$ cat src/logic/cu_pkg.sv
package cu_pkg;

    localparam int OPCODE_W = 6;
    localparam int FUNCT_W = 6;

    // Wait lengths in cycles
    localparam int FETCH_WAIT = 2;
    localparam int MEM_WAIT = 2;
    localparam int EXC_WAIT = 8;
    localparam int WAIT_W = 4;

    // ALU operand A sources
    localparam logic [1:0] SRC_A_PC = 2'd0;
    localparam logic [1:0] SRC_A_REG = 2'd1;

    // ALU operand B sources
    localparam logic [2:0] SRC_B_REG = 3'd0;
    localparam logic [2:0] SRC_B_FOUR = 3'd1;
    localparam logic [2:0] SRC_B_IMM = 3'd2;

    // Memory address sources
    localparam logic [2:0] IORD_PC = 3'd0;
    localparam logic [2:0] IORD_ALU = 3'd1;
    localparam logic [2:0] IORD_VECTOR = 3'd2;

    typedef enum logic [OPCODE_W-1:0] {
        op_rtype = 6'h00,
        op_j = 6'h02,
        op_jal = 6'h03,
        op_addi = 6'h08,
        op_addiu = 6'h09,
        op_lb = 6'h20,
        op_lh = 6'h21,
        op_lw = 6'h23,
        op_sb = 6'h28,
        op_sh = 6'h29,
        op_sw = 6'h2b
    } opcode_e;

    typedef enum logic [FUNCT_W-1:0] {
        fn_jr = 6'h08,
        fn_add = 6'h20,
        fn_sub = 6'h22,
        fn_and = 6'h24
    } funct_e;

    typedef enum logic [3:0] {
        insn_add, insn_sub, insn_and,
        insn_addi, insn_addiu,
        insn_lw, insn_lh, insn_lb,
        insn_sw, insn_sh, insn_sb,
        insn_j, insn_jal, insn_jr,
        insn_illegal
    } insn_e;

    typedef enum logic [4:0] {
        st_reset_stack,
        st_fetch_wait, st_fetch_latch,
        st_decode_regs, st_decode_dispatch,
        st_alu_reg, st_alu_imm,
        st_write_rd, st_write_rt_checked, st_write_rt,
        st_load_addr, st_mem_read, st_mdr_select, st_load_write,
        st_store_addr, st_store_write,
        st_jump, st_jal_link, st_link_write, st_jump_reg,
        st_exc_illegal, st_exc_overflow, st_exc_commit
    } step_e;

    typedef enum logic [2:0] {alu_pass = 3'd0, alu_add = 3'd1, alu_sub = 3'd2, alu_and = 3'd3} alu_op_e;
    typedef enum logic [2:0] {pc_alu = 3'd0, pc_jump = 3'd2, pc_vector = 3'd3} pc_src_e;
    typedef enum logic [1:0] {width_word = 2'd0, width_half = 2'd1, width_byte = 2'd2} width_e;
    typedef enum logic [1:0] {dst_rt = 2'd0, dst_rd = 2'd1, dst_stack = 2'd2, dst_ra = 2'd3} reg_dst_e;
    typedef enum logic [3:0] {m2r_alu = 4'd0, m2r_mdr = 4'd1, m2r_stack = 4'd4} mem_to_reg_e;
    typedef enum logic [1:0] {exc_code_illegal = 2'd0, exc_code_overflow = 2'd1} except_e;

    typedef struct packed {
        logic pc_write;
        logic branch;
        logic mem_wr;
        logic ir_write;
        logic a_write;
        logic b_write;
        logic mdr_write;
        logic alu_reg_write;
        logic epc_write;
        logic reg_write;
        logic [1:0] spare;      // Always zero
    } ctrl_strobes_t;

    typedef struct packed {
        reg_dst_e reg_dst;
        except_e except;
        width_e mem_to_mdr;     // Load width
        width_e b_to_c;         // Store width
        logic [1:0] alu_src_a;
        logic [2:0] iord;
        logic [2:0] alu_src_b;
        alu_op_e alu_op;
        pc_src_e pc_src;
        mem_to_reg_e mem_to_reg;
    } ctrl_selects_t;

    localparam ctrl_strobes_t STROBES_IDLE = '0;
    localparam ctrl_selects_t SELECTS_IDLE = '0;

endpackage

$ cat src/logic/insn_decoder.sv
`timescale 1ns/10ps

module insn_decoder (
    input  logic [cu_pkg::OPCODE_W-1:0] opcode,
    input  logic [cu_pkg::FUNCT_W-1:0] funct,
    output cu_pkg::insn_e insn
);
    import cu_pkg::*;

    opcode_e op;
    funct_e fn;

    assign op = opcode_e'(opcode);
    assign fn = funct_e'(funct);

    always_comb begin
        case (op)
            op_rtype: begin
                // R-type split on funct
                case (fn)
                    fn_add: insn = insn_add;
                    fn_sub: insn = insn_sub;
                    fn_and: insn = insn_and;
                    fn_jr: insn = insn_jr;
                    default: insn = insn_illegal;
                endcase
            end
            op_addi: insn = insn_addi;
            op_addiu: insn = insn_addiu;
            op_lw: insn = insn_lw;
            op_lh: insn = insn_lh;
            op_lb: insn = insn_lb;
            op_sw: insn = insn_sw;
            op_sh: insn = insn_sh;
            op_sb: insn = insn_sb;
            op_j: insn = insn_j;
            op_jal: insn = insn_jal;
            default: insn = insn_illegal;   // Unknown or dropped encodings
        endcase
    end

endmodule

$ cat src/logic/cycle_sequencer.sv
`timescale 1ns/10ps

module cycle_sequencer (
    input  logic clk,
    input  logic reset,
    input  logic ov,
    input  cu_pkg::insn_e insn,
    output cu_pkg::step_e step
);
    import cu_pkg::*;

    step_e next_step;
    logic [WAIT_W-1:0] wait_cnt;
    logic [WAIT_W-1:0] step_wait;   // Length of the current step
    logic wait_done;

    always_comb begin
        case (step)
            st_fetch_wait: step_wait = WAIT_W'(FETCH_WAIT);
            st_mem_read: step_wait = WAIT_W'(MEM_WAIT);
            st_exc_illegal, st_exc_overflow: step_wait = WAIT_W'(EXC_WAIT);
            default: step_wait = WAIT_W'(1);
        endcase
    end

    assign wait_done = (wait_cnt == step_wait - 1'b1);

    always_comb begin
        next_step = st_fetch_wait;
        case (step)
            st_reset_stack: next_step = st_fetch_wait;
            st_fetch_wait: begin
                next_step = wait_done ? st_fetch_latch : st_fetch_wait;
            end
            st_fetch_latch: next_step = st_decode_regs;
            st_decode_regs: next_step = st_decode_dispatch;
            st_decode_dispatch: begin
                case (insn)
                    insn_add, insn_sub, insn_and: next_step = st_alu_reg;
                    insn_addi, insn_addiu: next_step = st_alu_imm;
                    insn_lw, insn_lh, insn_lb: next_step = st_load_addr;
                    insn_sw, insn_sh, insn_sb: next_step = st_store_addr;
                    insn_j: next_step = st_jump;
                    insn_jal: next_step = st_jal_link;
                    insn_jr: next_step = st_jump_reg;
                    default: next_step = st_exc_illegal;
                endcase
            end

            st_alu_reg: next_step = st_write_rd;
            st_alu_imm: begin
                // addiu never traps
                next_step = (insn == insn_addi) ? st_write_rt_checked : st_write_rt;
            end
            st_write_rd, st_write_rt_checked: begin
                next_step = ov ? st_exc_overflow : st_fetch_wait;
            end
            st_write_rt: next_step = st_fetch_wait;

            st_load_addr: next_step = st_mem_read;
            st_mem_read: begin
                next_step = wait_done ? st_mdr_select : st_mem_read;
            end
            st_mdr_select: next_step = st_load_write;
            st_load_write: next_step = st_fetch_wait;

            st_store_addr: next_step = st_store_write;
            st_store_write: next_step = st_fetch_wait;

            st_jump: next_step = st_fetch_wait;
            st_jal_link: next_step = st_link_write;
            st_link_write: next_step = st_fetch_wait;
            st_jump_reg: next_step = st_fetch_wait;

            st_exc_illegal: begin
                next_step = wait_done ? st_exc_commit : st_exc_illegal;
            end
            st_exc_overflow: begin
                next_step = wait_done ? st_exc_commit : st_exc_overflow;
            end
            st_exc_commit: next_step = st_fetch_wait;
            default: next_step = st_fetch_wait;
        endcase
    end

    always_ff @(posedge clk) begin
        if (reset) begin
            step <= st_reset_stack;
            wait_cnt <= '0;
        end else begin
            step <= next_step;
            if (next_step != step) begin
                wait_cnt <= '0;     // Fresh count on entry
            end else begin
                wait_cnt <= wait_cnt + 1'b1;
            end
        end
    end

endmodule

$ cat src/logic/control_encoder.sv
`timescale 1ns/10ps

module control_encoder (
    input  cu_pkg::step_e step,
    input  cu_pkg::insn_e insn,
    input  logic ov,
    output cu_pkg::ctrl_strobes_t strobes,
    output cu_pkg::ctrl_selects_t selects
);
    import cu_pkg::*;

    function automatic width_e width_of(insn_e cls);
        case (cls)
            insn_lh, insn_sh: return width_half;
            insn_lb, insn_sb: return width_byte;
            default: return width_word;
        endcase
    endfunction

    function automatic alu_op_e rtype_op(insn_e cls);
        case (cls)
            insn_sub: return alu_sub;
            insn_and: return alu_and;
            default: return alu_add;
        endcase
    endfunction

    always_comb begin
        strobes = STROBES_IDLE;
        selects = SELECTS_IDLE;
        case (step)
            st_reset_stack: begin
                // Clear the stack-top register
                strobes.reg_write = 1'b1;
                selects.reg_dst = dst_stack;
                selects.mem_to_reg = m2r_stack;
            end
            st_fetch_wait, st_fetch_latch, st_decode_regs: begin
                selects.iord = IORD_PC;
                selects.alu_src_a = SRC_A_PC;     // PC + 4
                selects.alu_src_b = SRC_B_FOUR;
                selects.alu_op = alu_add;
                strobes.pc_write = (step == st_fetch_latch);
                strobes.ir_write = (step == st_fetch_latch);
                strobes.a_write = (step == st_decode_regs);
                strobes.b_write = (step == st_decode_regs);
            end
            st_alu_reg, st_alu_imm, st_load_addr, st_store_addr: begin
                selects.alu_src_a = SRC_A_REG;
                selects.alu_src_b = (step == st_alu_reg) ? SRC_B_REG : SRC_B_IMM;
                selects.alu_op = (step == st_alu_reg) ? rtype_op(insn) : alu_add;
                strobes.alu_reg_write = 1'b1;
            end
            st_write_rd, st_write_rt_checked, st_write_rt: begin
                // Checked writes are dropped on overflow
                strobes.reg_write = (step == st_write_rt) ? 1'b1 : !ov;
                selects.reg_dst = (step == st_write_rd) ? dst_rd : dst_rt;
                selects.mem_to_reg = m2r_alu;
            end
            st_mem_read: selects.iord = IORD_ALU;
            st_mdr_select: begin
                selects.iord = IORD_ALU;
                selects.mem_to_mdr = width_of(insn);
                strobes.mdr_write = 1'b1;
            end
            st_load_write: begin
                strobes.reg_write = 1'b1;
                selects.reg_dst = dst_rt;
                selects.mem_to_reg = m2r_mdr;
            end
            st_store_write: begin
                selects.iord = IORD_ALU;
                selects.b_to_c = width_of(insn);
                strobes.mem_wr = 1'b1;
            end
            st_jal_link: begin
                selects.alu_src_a = SRC_A_PC;   // Return address via ALU pass
                selects.alu_op = alu_pass;
                strobes.alu_reg_write = 1'b1;
            end
            st_jump, st_link_write, st_jump_reg: begin
                strobes.pc_write = 1'b1;
                strobes.branch = 1'b1;
                selects.pc_src = (step == st_jump_reg) ? pc_alu : pc_jump;
                selects.alu_src_a = SRC_A_REG;
                selects.alu_op = alu_pass;
                strobes.reg_write = (step == st_link_write);
                selects.reg_dst = (step == st_link_write) ? dst_ra : dst_rt;
                selects.mem_to_reg = m2r_alu;
            end
            st_exc_illegal, st_exc_overflow, st_exc_commit: begin
                selects.except = (insn == insn_illegal) ? exc_code_illegal : exc_code_overflow;
                selects.iord = IORD_VECTOR;
                selects.alu_src_a = SRC_A_PC;     // EPC gets PC - 4
                selects.alu_src_b = SRC_B_FOUR;
                selects.alu_op = alu_sub;
                selects.pc_src = pc_vector;
                strobes.epc_write = (step == st_exc_commit);
                strobes.pc_write = (step == st_exc_commit);
            end
            default: begin
                strobes = STROBES_IDLE;
                selects = SELECTS_IDLE;
            end
        endcase
    end

endmodule

$ cat src/logic/control_unit.sv
`timescale 1ns/10ps

module control_unit (
    input  logic clk,
    input  logic reset,
    input  logic ov,
    input  logic [cu_pkg::OPCODE_W-1:0] opcode,
    input  logic [cu_pkg::FUNCT_W-1:0] funct,
    output cu_pkg::ctrl_strobes_t strobes,
    output cu_pkg::ctrl_selects_t selects
);
    import cu_pkg::*;

    insn_e insn;
    step_e step;

    insn_decoder u_decoder (
        .opcode(opcode),
        .funct(funct),
        .insn(insn)
    );

    cycle_sequencer u_sequencer (
        .clk(clk),
        .reset(reset),
        .ov(ov),
        .insn(insn),
        .step(step)
    );

    control_encoder u_encoder (
        .step(step),
        .insn(insn),
        .ov(ov),
        .strobes(strobes),
        .selects(selects)
    );

endmodule

$ cat config.mk
export PLATFORM = sky130hd
export DESIGN_NAME = control_unit
export DESIGN_NICKNAME = d
export VERILOG_FILES = /design/src/logic/cu_pkg.sv /design/src/logic/insn_decoder.sv /design/src/logic/cycle_sequencer.sv /design/src/logic/control_encoder.sv /design/src/logic/control_unit.sv
export SDC_FILE = /design/constraint.sdc
export NUM_CORES = 1
export LEC_CHECK = 0
export BUFFER_PORTS_ARGS = -buffer_cell sky130_fd_sc_hd__buf_2
export CELL_PAD_IN_SITES_DETAIL_PLACEMENT = 1
export CELL_PAD_IN_SITES_GLOBAL_PLACEMENT = 1
export CORE_ASPECT_RATIO = 1.75
export CORE_MARGIN = 5
export CORE_UTILIZATION = 25
export DETAILED_ROUTE_END_ITERATION = 10
export GPL_ROUTABILITY_DRIVEN = 0
export HOLD_SLACK_MARGIN = 0.05
export PLACE_DENSITY = 0.72
export SYNTH_ARGS = -nofsm -noshare
export SYNTH_HDL_FRONTEND = slang
export SYNTH_SLANG_ARGS = --single-unit
export TNS_END_PERCENT = 50
$ cat constraint.sdc
create_clock -name clk -period 2.1 [get_ports clk]
set_clock_uncertainty 0.1 [all_clocks]
set_input_delay 0.42 -clock clk [delete_from_list [all_inputs] [get_ports clk]]
set_output_delay 0.42 -clock clk [all_outputs]
set_load 0.05 [all_outputs]
# ---- After elaboration in Yosys (flattened, before gate mapping)
# Memory sizes are Yosys's and may differ from the RTL's.
# Cells that the tools add are included.
dict set report op_classes {
  addsub 2
  n_eq_ne 46
  muxes 37
  reduce_logical 19
}
# operator n
set op_table {}
lappend op_table {{5-bit one-hot mux with 14 select lines} 1}
lappend op_table {{6-bit == test (second input constant)} 9}
lappend op_table {{4-bit one-hot mux with 11 select lines} 1}
lappend op_table {{5-bit by 4-bit == test with 1-bit output (second input constant)} 8}
lappend op_table {{5-bit == test (second input constant)} 7}
lappend op_table {{5-bit by 3-bit == test with 1-bit output (second input constant)} 4}
lappend op_table {{2-bit two-way mux} 10}
lappend op_table {{6-bit by 4-bit == test with 1-bit output (second input constant)} 3}
lappend op_table {{3-bit one-hot mux with 2 select lines} 3}
lappend op_table {{4-bit one-hot mux with 4 select lines} 1}
lappend op_table {{3-bit OR reduction} 5}
lappend op_table {{2-bit OR reduction} 7}
lappend op_table {{4-bit == test (second input constant)} 3}
lappend op_table {{6-bit by 2-bit == test with 1-bit output (second input constant)} 2}
lappend op_table {{2-bit one-hot mux with 2 select lines} 3}
lappend op_table {{5-bit by 2-bit == test with 1-bit output (second input constant)} 2}
lappend op_table {{1-bit two-way mux} 10}
lappend op_table {{3-bit one-hot mux with 3 select lines} 1}
lappend op_table {{4-bit by 2-bit == test with 1-bit output (second input constant)} 2}
lappend op_table {{4-bit by 3-bit == test with 1-bit output (second input constant)} 2}
lappend op_table {{4-bit one-hot mux with 2 select lines} 1}
lappend op_table {{7-bit OR reduction} 1}
lappend op_table {{6-bit logical NOT} 1}
lappend op_table {{3-bit two-way mux} 2}
lappend op_table {{14 further kinds} 15}
dict set report word_totals {
  reg_bits 9
  romBits 80
  input_bits 15
  output_inout_bits 38
  wordCells 107
  memories 1
}
# memory depth word_bits rd rd_clocked_by_memory_dff write_ports line
set memory_table {}
lappend memory_table {{(name not given)} 16 5 1 0 0 cycle_sequencer.sv:38} ;# case (insn)

# ---- Logic depth before layout (Yosys ltp)
# Gate-level depths: netlist (run 1).
dict set report logic_depth {
  depth_word 9
  mapped_depth 9
  mapped_depth_nobuf 7
}

# ---- Hierarchy
# A second synthesis (run 1) with hierarchy kept.
dict set report unflattened {
  hier_cells 242
  hier_area_um2 1726.7
}
# mod n_inst cells_per_inst area_per_inst_um2 seq_area_each_um2
set modules_own_cells {}
lappend modules_own_cells {cycle_sequencer 1 121 962.2 180.2}
lappend modules_own_cells {control_encoder 1 90 565.5 0.0}
lappend modules_own_cells {insn_decoder 1 31 198.9 0.0}

# ---- Worst setup path after synthesis (run 1)
# OpenSTA, ideal clock, no wires.
dict set report synth_path {
  path_kind {input-to-output}
  startpoint {in opcode[0] (netlist bit)}
  endpoint {out selects[7] (netlist bit)}
  arrival_time_ns 3.705
  required_time_ns 1.580
  slack_ns -2.125
  cell_stages 7
  n_path_buf 1
  cell_sequence {clkbuf_1 -> nor3b_1 -> a21oi_1 -> o311a_1 -> nand2_1 -> nor3_1 -> a2111oi_0}
}
# element line
set synth_lines {}
lappend synth_lines {{from (decl)} control_unit.sv:7} ;# input logic [cu_pkg::OPCODE_W-1:0] opcode,
lappend synth_lines {{to (decl)} control_unit.sv:10} ;# output cu_pkg::ctrl_selects_t selects

==> flow_summary_export.csv, run 1 <==
group,metric,value,unit
critical_path,cp-start-kind,"input pin",
sta,max_slew_margin,0.6685,
sta,layout_setup_ws,-0.5676,ns
sta,min_period,2.668,ns
synth,yosys.area_share.simple,0.4299,
placed_design,hpwlAfterDp,5.843,mm
routing,dr.pass1.iters,4,
worst_hold_path,hp-class,"input pin to register",
floorplanning,die_area,8074,um^2
synth,synth-edff-count,0,
pwr,powerDensity,1024,nW/um^2
critical_path,cpMaxStageDelayCell,"or4_4",
synth,synth_area_per_cell,6.321,um^2
final_layout,layout.cells.non_filler,464,
synth,yosysWarnings,0,
critical_path,critPathMaxStageDelay,0.55,ns
routing,drtIter0Drc,192,
sta,fmax,374.9,MHz
clock_network,clk_pin_slew_worst_paths,0.04,ns
clock_network,cts_sinks,9,
sta,rsz0062_at_grt,"yes",
routing,drc_errors,0,
synth,synthArstFlopShare,0,
final_layout,fin_nets,401,
critical_path,crit_chain,"buf_6, or4_4, a2111oi_4, o21a_1, buf_4, xnor2_2, o21ai_4, buf_6",
synth,synthMuxAreaShare,0.006334,
placed_design,port_buffers,42,
pwr,vdd_ir_drop_max,0.0002790,V
global_route,overflow,0,
sta,drv_slew,0,
final_layout,fillCellCount,743,
floorplanning,initial_core_util,0.2557,
sta,worstMarginPinSlew,0.4943,ns
critical_path,required,1.58,ns
final_layout,finish.utilization,0.5492,
clock_network,clk_latency,0.23,ns
critical_path,path_max_fanout,3,
synth,synth_compound_area_frac,0.2850,
final_layout,area_delta_synth_final,114.8,%
synth,synth-adder-area-share,0.007918,
clock_network,cts_buffers,3,
synth,synthXorXnorAreaFrac,0.02771,
outcome,violations,"negative setup slack",
synth,synth_top_family_by_area,"simple AND/OR/NAND/NOR gates",
critical_path,end_kind,"output pin",
floorplanning,die_width,70.10,um
flow_run,drv_cap,0,
global_route,grt_max_degree,20,
pwr,internal_power,1.668,mW
clock_network,h-tree-depth,1,
pwr,leakage,1.440,nW
pwr,combPwrFrac,0.863,
sta,holdWs,0.3606,ns
clock_network,clockBufferDepth,2,
pwr,p_clk_frac,0.056,
floorplanning,io-pin-count,53,
routing,viasPerCell,5.509,
global_route,antenna_found_initial,0,
floorplanning,die_h,115.2,um
floorplanning,rows,38,
final_layout,layout-drive-gt1-share,0.6172,
outcome,outcome,"complete, but fails checks",
synth,synth_seq_area_share,0.1140,
sta,hold_viol,0,
global_route,track_usage,0.1828,
global_route,grt_pass1_vias,2625,
floorplanning,core,6181,um^2
critical_path,arrival,2.15,ns
pwr,p_sw,1.809,mW
routing,wl_per_cell,20.41,um
pwr,netSwitchingFraction,0.5202,
global_route,grt_pass1_wl,12.04,mm
final_layout,final_cell_mix,"95 x buf_4, 33 x buf_6, 18 x nand2_1",
clock_network,cts_tree,"yes",
synth,ys.flop_type,"dfxtp_1",
pwr,design_power_total,3.477,mW
final_layout,final_common_cell,"buf_4",
critical_path,path_class,"input pin to output pin",
placed_design,dpl_worst_slack,-0.6326,ns
critical_path,crit_path_frequent_cell,"buf_6",
synth,syn-cell-area,1580,um^2
routing,ant_nets,0,
pwr,p_seq_frac,0.081,
clock_network,root_buffer,"clkbuf_8",
sta,min_period_over_period,1.270,
routing,drt_wl_total,9.470,mm
synth,syn_inst,250,
synth,ys_seq_elements,9,
final_layout,diodes,0,
sta,finalSetupViolCount,16,
placed_design,numPlacedInstances,436,
routing,vias,2556,
synth,yosysUniqueCellTypes,60,
-- power groups by stage --
stage	sequential (mW)	clock (mW)	combinational [mW]
finish	0.280	0.195	3.00
global route	0.283	0.214	3.16
CTS	0.265	0.201	2.50
detailed placement	0.258	0	2.28
global placement	0.255	0	2.21
floorplan	0.233	0	1.50
-- worst max-delay path, delay by kind of cell --
kind                      cells  cell delay, ns
AOI/OAI and AO/OA             3            0.69
and+or+nand+nor               1            0.55
xor gates and xnor gates      1            0.08
buffers and inverters         3            0.40
-- cells by family after synthesis --
logic type,count (synthesis)
other,1
xor gates and xnor gates,5
buffers and inverters,41
AOI/OAI and AO/OA,62
DFF,9
adders and majority gates,1
and+or+nand+nor,130
muxes,1
-- stage by stage --
step	TNS (ns)	area, um^2
finish	-3.376	3395
global route	-5.197	3395
CTS	-2.961	3020
detailed placement	-5.841	2646
global placement	-5.044	2646
floorplan	-2.800	1869
-- path summary, 6_finish.rpt --
check,start,endpoint,slack [ns],cells after the start
hold / removal,reset,u_sequencer.step[0],0.36,2
setup reg to reg,u_sequencer.step[1],u_sequencer.wait_cnt[3],-0.30,8
hold reg to reg,u_sequencer.wait_cnt[0],u_sequencer.wait_cnt[0],0.43,2
setup / recovery,funct[0],selects[8],-0.57,8
-- sequential cells by signal, summed over array words and instances, names as in the netlist --
signal,flops
u_sequencer.wait_cnt,4
u_sequencer.step,5
-- synthesized netlist by cell type (2+ instances only) --
cell type | number | area share
nor2_1 | 27 | 0.064
nand2_1 | 25 | 0.059
nand3_1 | 17 | 0.054
a21oi_1 | 15 | 0.048
nor3_1 | 15 | 0.048
inv_1 | 13 | 0.031
buf_4 | 12 | 0.057
clkbuf_1 | 12 | 0.029
o21ai_0 | 11 | 0.035
dfxtp_1 | 9 | 0.11
nand2b_1 | 8 | 0.032
nor2b_1 | 7 | 0.028
nand4_1 | 6 | 0.024
a31oi_1 | 5 | 0.020
a2111oi_0 | 3 | 0.017
a211oi_1 | 3 | 0.014
a41oi_1 | 3 | 0.017
buf_1 | 3 | 0.0071
nor4_1 | 3 | 0.012
or2_1 | 3 | 0.012
or3_1 | 3 | 0.012
xnor2_1 | 3 | 0.017
nor3b_1 | 2 | 0.0095
nor4b_1 | 2 | 0.011
o211ai_1 | 2 | 0.0095
o22ai_1 | 2 | 0.0079
or2_2 | 2 | 0.0079
xor2_1 | 2 | 0.011
-- area by class of cell --
class / count / area, um^2 / share of cell area
tap: 80 / 100.1 / 0.02949
inverter: 13 / 52.55 / 0.01548
sequential: 9 / 193.9 / 0.05713
multi-input combinational: 209 / 1703 / 0.5017
clock buffer: 4 / 45.04 / 0.01327
timing repair buffer: 149 / 1300 / 0.3830
-- layer usage --
layer | vias to the layer above | routed length, um | global-route usage | part of all wire
met3 | 44 | 345 | 0.01225 | 0.036
met5 | - | 0 | 0 | 0
met4 | 0 | 524 | 0.08951 | 0.055
li1 | 1165 | - | - | -
met2 | 105 | 5389 | 0.3910 | 0.57
met1 | 1242 | 3211 | 0.1658 | 0.34
-- timing repair --
| item | 4_1_cts | 5_1_grt |
|---|---|---|
| setup endpoints to repair | 33 | 32 |
| gates resized for setup | 79 | 72 |
| buffers inserted | 10 | 18 |
| hold buffers | 0 | 0 |
| pin swaps | 18 | 20 |
No activity file was read; power rests on OpenSTA's default activity.
==> run 2, diff against run 1 <==
- SKIP_CTS_REPAIR_TIMING: not set -> 1
==> run 2 against run 1 <==
The run still ends with negative setup slack left. Non-clock buffer count is 1 lower. Cell area fell by 2.4%. Worst hold slack lost 0.011 ns. Die area unchanged. Combinational power is 5% lower. First-iteration DRC count shrank 35%. Sequential share of layout area increased by 0.14 points. Register-to-register slack improved by 0.18 ns. Clock-buffer cell count unchanged. Largest cell class unchanged.
==> flow_summary_export.csv, run 2 (synthesis gave the netlist of run 1 again) <==
group,metric,value,unit
outcome,outcome,"complete, but fails checks",
outcome,violations,"negative setup slack",
sta,drv_slew,0,
placed_design,port_buffers,42,
sta,holdWs,0.3497,ns
sta,min_period_over_period,1.272,
pwr,netSwitchingFraction,0.5243,
pwr,powerDensity,1003,nW/um^2
final_layout,final_common_cell,"buf_4",
sta,max_slew_margin,0.6508,
global_route,antenna_found_initial,0,
global_route,grt_max_degree,20,
floorplanning,core,6181,um^2
final_layout,finish.utilization,0.5360,
sta,worstMarginPinSlew,0.5206,ns
routing,drt_wl_total,9.092,mm
floorplanning,die_h,115.2,um
floorplanning,io-pin-count,53,
pwr,combPwrFrac,0.859,
clock_network,clk_pin_slew_worst_paths,0.04,ns
sta,finalSetupViolCount,19,
placed_design,numPlacedInstances,436,
routing,drtIter0Drc,124,
clock_network,clk_latency,0.23,ns
global_route,track_usage,0.1699,
flow_run,drv_cap,0,
critical_path,arrival,2.15,ns
sta,min_period,2.671,ns
clock_network,cts_tree,"yes",
floorplanning,die_width,70.10,um
final_layout,fin_nets,400,
clock_network,clockBufferDepth,2,
routing,dr.pass1.iters,5,
clock_network,cts_buffers,3,
global_route,grt_pass1_vias,2470,
critical_path,regToRegStartpoint,"u_sequencer.step[2]",
critical_path,required,1.58,ns
floorplanning,rows,38,
pwr,leakage,1.432,nW
pwr,vdd_ir_drop_max,0.0002893,V
routing,drc_errors,0,
final_layout,diodes,0,
routing,wl_per_cell,19.64,um
pwr,design_power_total,3.324,mW
critical_path,path_max_fanout,3,
critical_path,startpoint,"funct[5]",
clock_network,root_buffer,"clkbuf_8",
pwr,p_clk_frac,0.058,
sta,fmax,374.5,MHz
pwr,p_seq_frac,0.083,
worst_hold_path,hp-class,"input pin to register",
sta,hold_viol,0,
critical_path,path_class,"input pin to output pin",
floorplanning,initial_core_util,0.2557,
final_layout,layout-drive-gt1-share,0.5953,
final_layout,layout.cells.non_filler,463,
critical_path,cp-start-kind,"input pin",
sta,layout_setup_ws,-0.5705,ns
floorplanning,die_area,8074,um^2
critical_path,end_kind,"output pin",
placed_design,hpwlAfterDp,5.843,mm
global_route,overflow,0,
final_layout,regMostFlops,"u_sequencer.step",
sta,rsz0062_at_grt,"yes",
clock_network,h-tree-depth,1,
routing,vias,2557,
final_layout,top_regs,"u_sequencer.step x5, u_sequencer.wait_cnt x4",
pwr,p_sw,1.743,mW
placed_design,place_area,2646,um^2
final_layout,area_delta_synth_final,109.7,%
routing,ant_nets,0,
clock_network,cts_sinks,9,
worst_hold_path,hp-start,"reset",
final_layout,largest_reg_flops,5,
global_route,grt_pass1_wl,11.25,mm
final_layout,final_area,3313,um^2
final_layout,final_cell_mix,"94 x buf_4, 30 x buf_6, 19 x nand2_1",
routing,viasPerCell,5.523,
pwr,internal_power,1.581,mW
==> run 2: cell count changes in the layout (fill, tap and decap cells not counted), sizes merged <==
| cell | change |
|---|---|
| clkbuf | -1 |
==> run 2: power groups by stage <==
stage | logic (mW) | clock network, mW | registers [mW]
CTS | 2.28 | 0.201 | 0.255
floorplan | 1.50 | 0 | 0.233
global route | 3.00 | 0.213 | 0.279
detailed placement | 2.28 | 0 | 0.258
finish | 2.85 | 0.194 | 0.275
global placement | 2.21 | 0 | 0.255
==> run 2: path summary, 6_finish.rpt <==
kind                                                 to  slack (ns)  cells after the start
worst min register to register  u_sequencer.wait_cnt[0]        0.43                      2
worst min-delay path                u_sequencer.step[0]        0.35                      2
worst max register to register  u_sequencer.wait_cnt[2]       -0.12                      8
worst max-delay path                         selects[7]       -0.57                      9
==> run 2: layer usage <==
metal / up-vias / global-route usage / wire [um]
li1: 1164 / - / -
met1: 1244 / 0.1616 / 3032
met2: 103 / 0.3626 / 5174
met3: 46 / 0.007874 / 280
met4: 0 / 0.07161 / 605
met5: - / 0 / 0
==> run 2: area by class of cell <==
type                            instances  area [um^2]
Clock buffer                            4        45.04
Fill cell                             752         2868
Inverter                               13        52.55
Multi-Input combinational cell        209         1665
Sequential cell                         9        193.9
Tap cell                               80        100.1
Timing Repair Buffer                  148         1256
==> run 2: metrics by stage <==
stage / TNS, ns / setup slack (ns)
2_1_floorplan: -2.800 / -0.3768
4_1_cts: -7.486 / -0.6378
6_report: -2.937 / -0.5705
5_1_grt: -4.588 / -0.6898
3_5_place_dp: -5.841 / -0.6326
3_3_place_gp: -5.044 / -0.5756
==> run 2: worst max-delay path, stage by stage <==
cell	delay, ns
buf_6	0.09
or3b_4	0.42
a2111oi_4	0.30
o311a_1	0.26
nand2_2	0.13
nor3_2	0.18
buf_4	0.14
a2111oi_4	0.04
buf_6	0.16
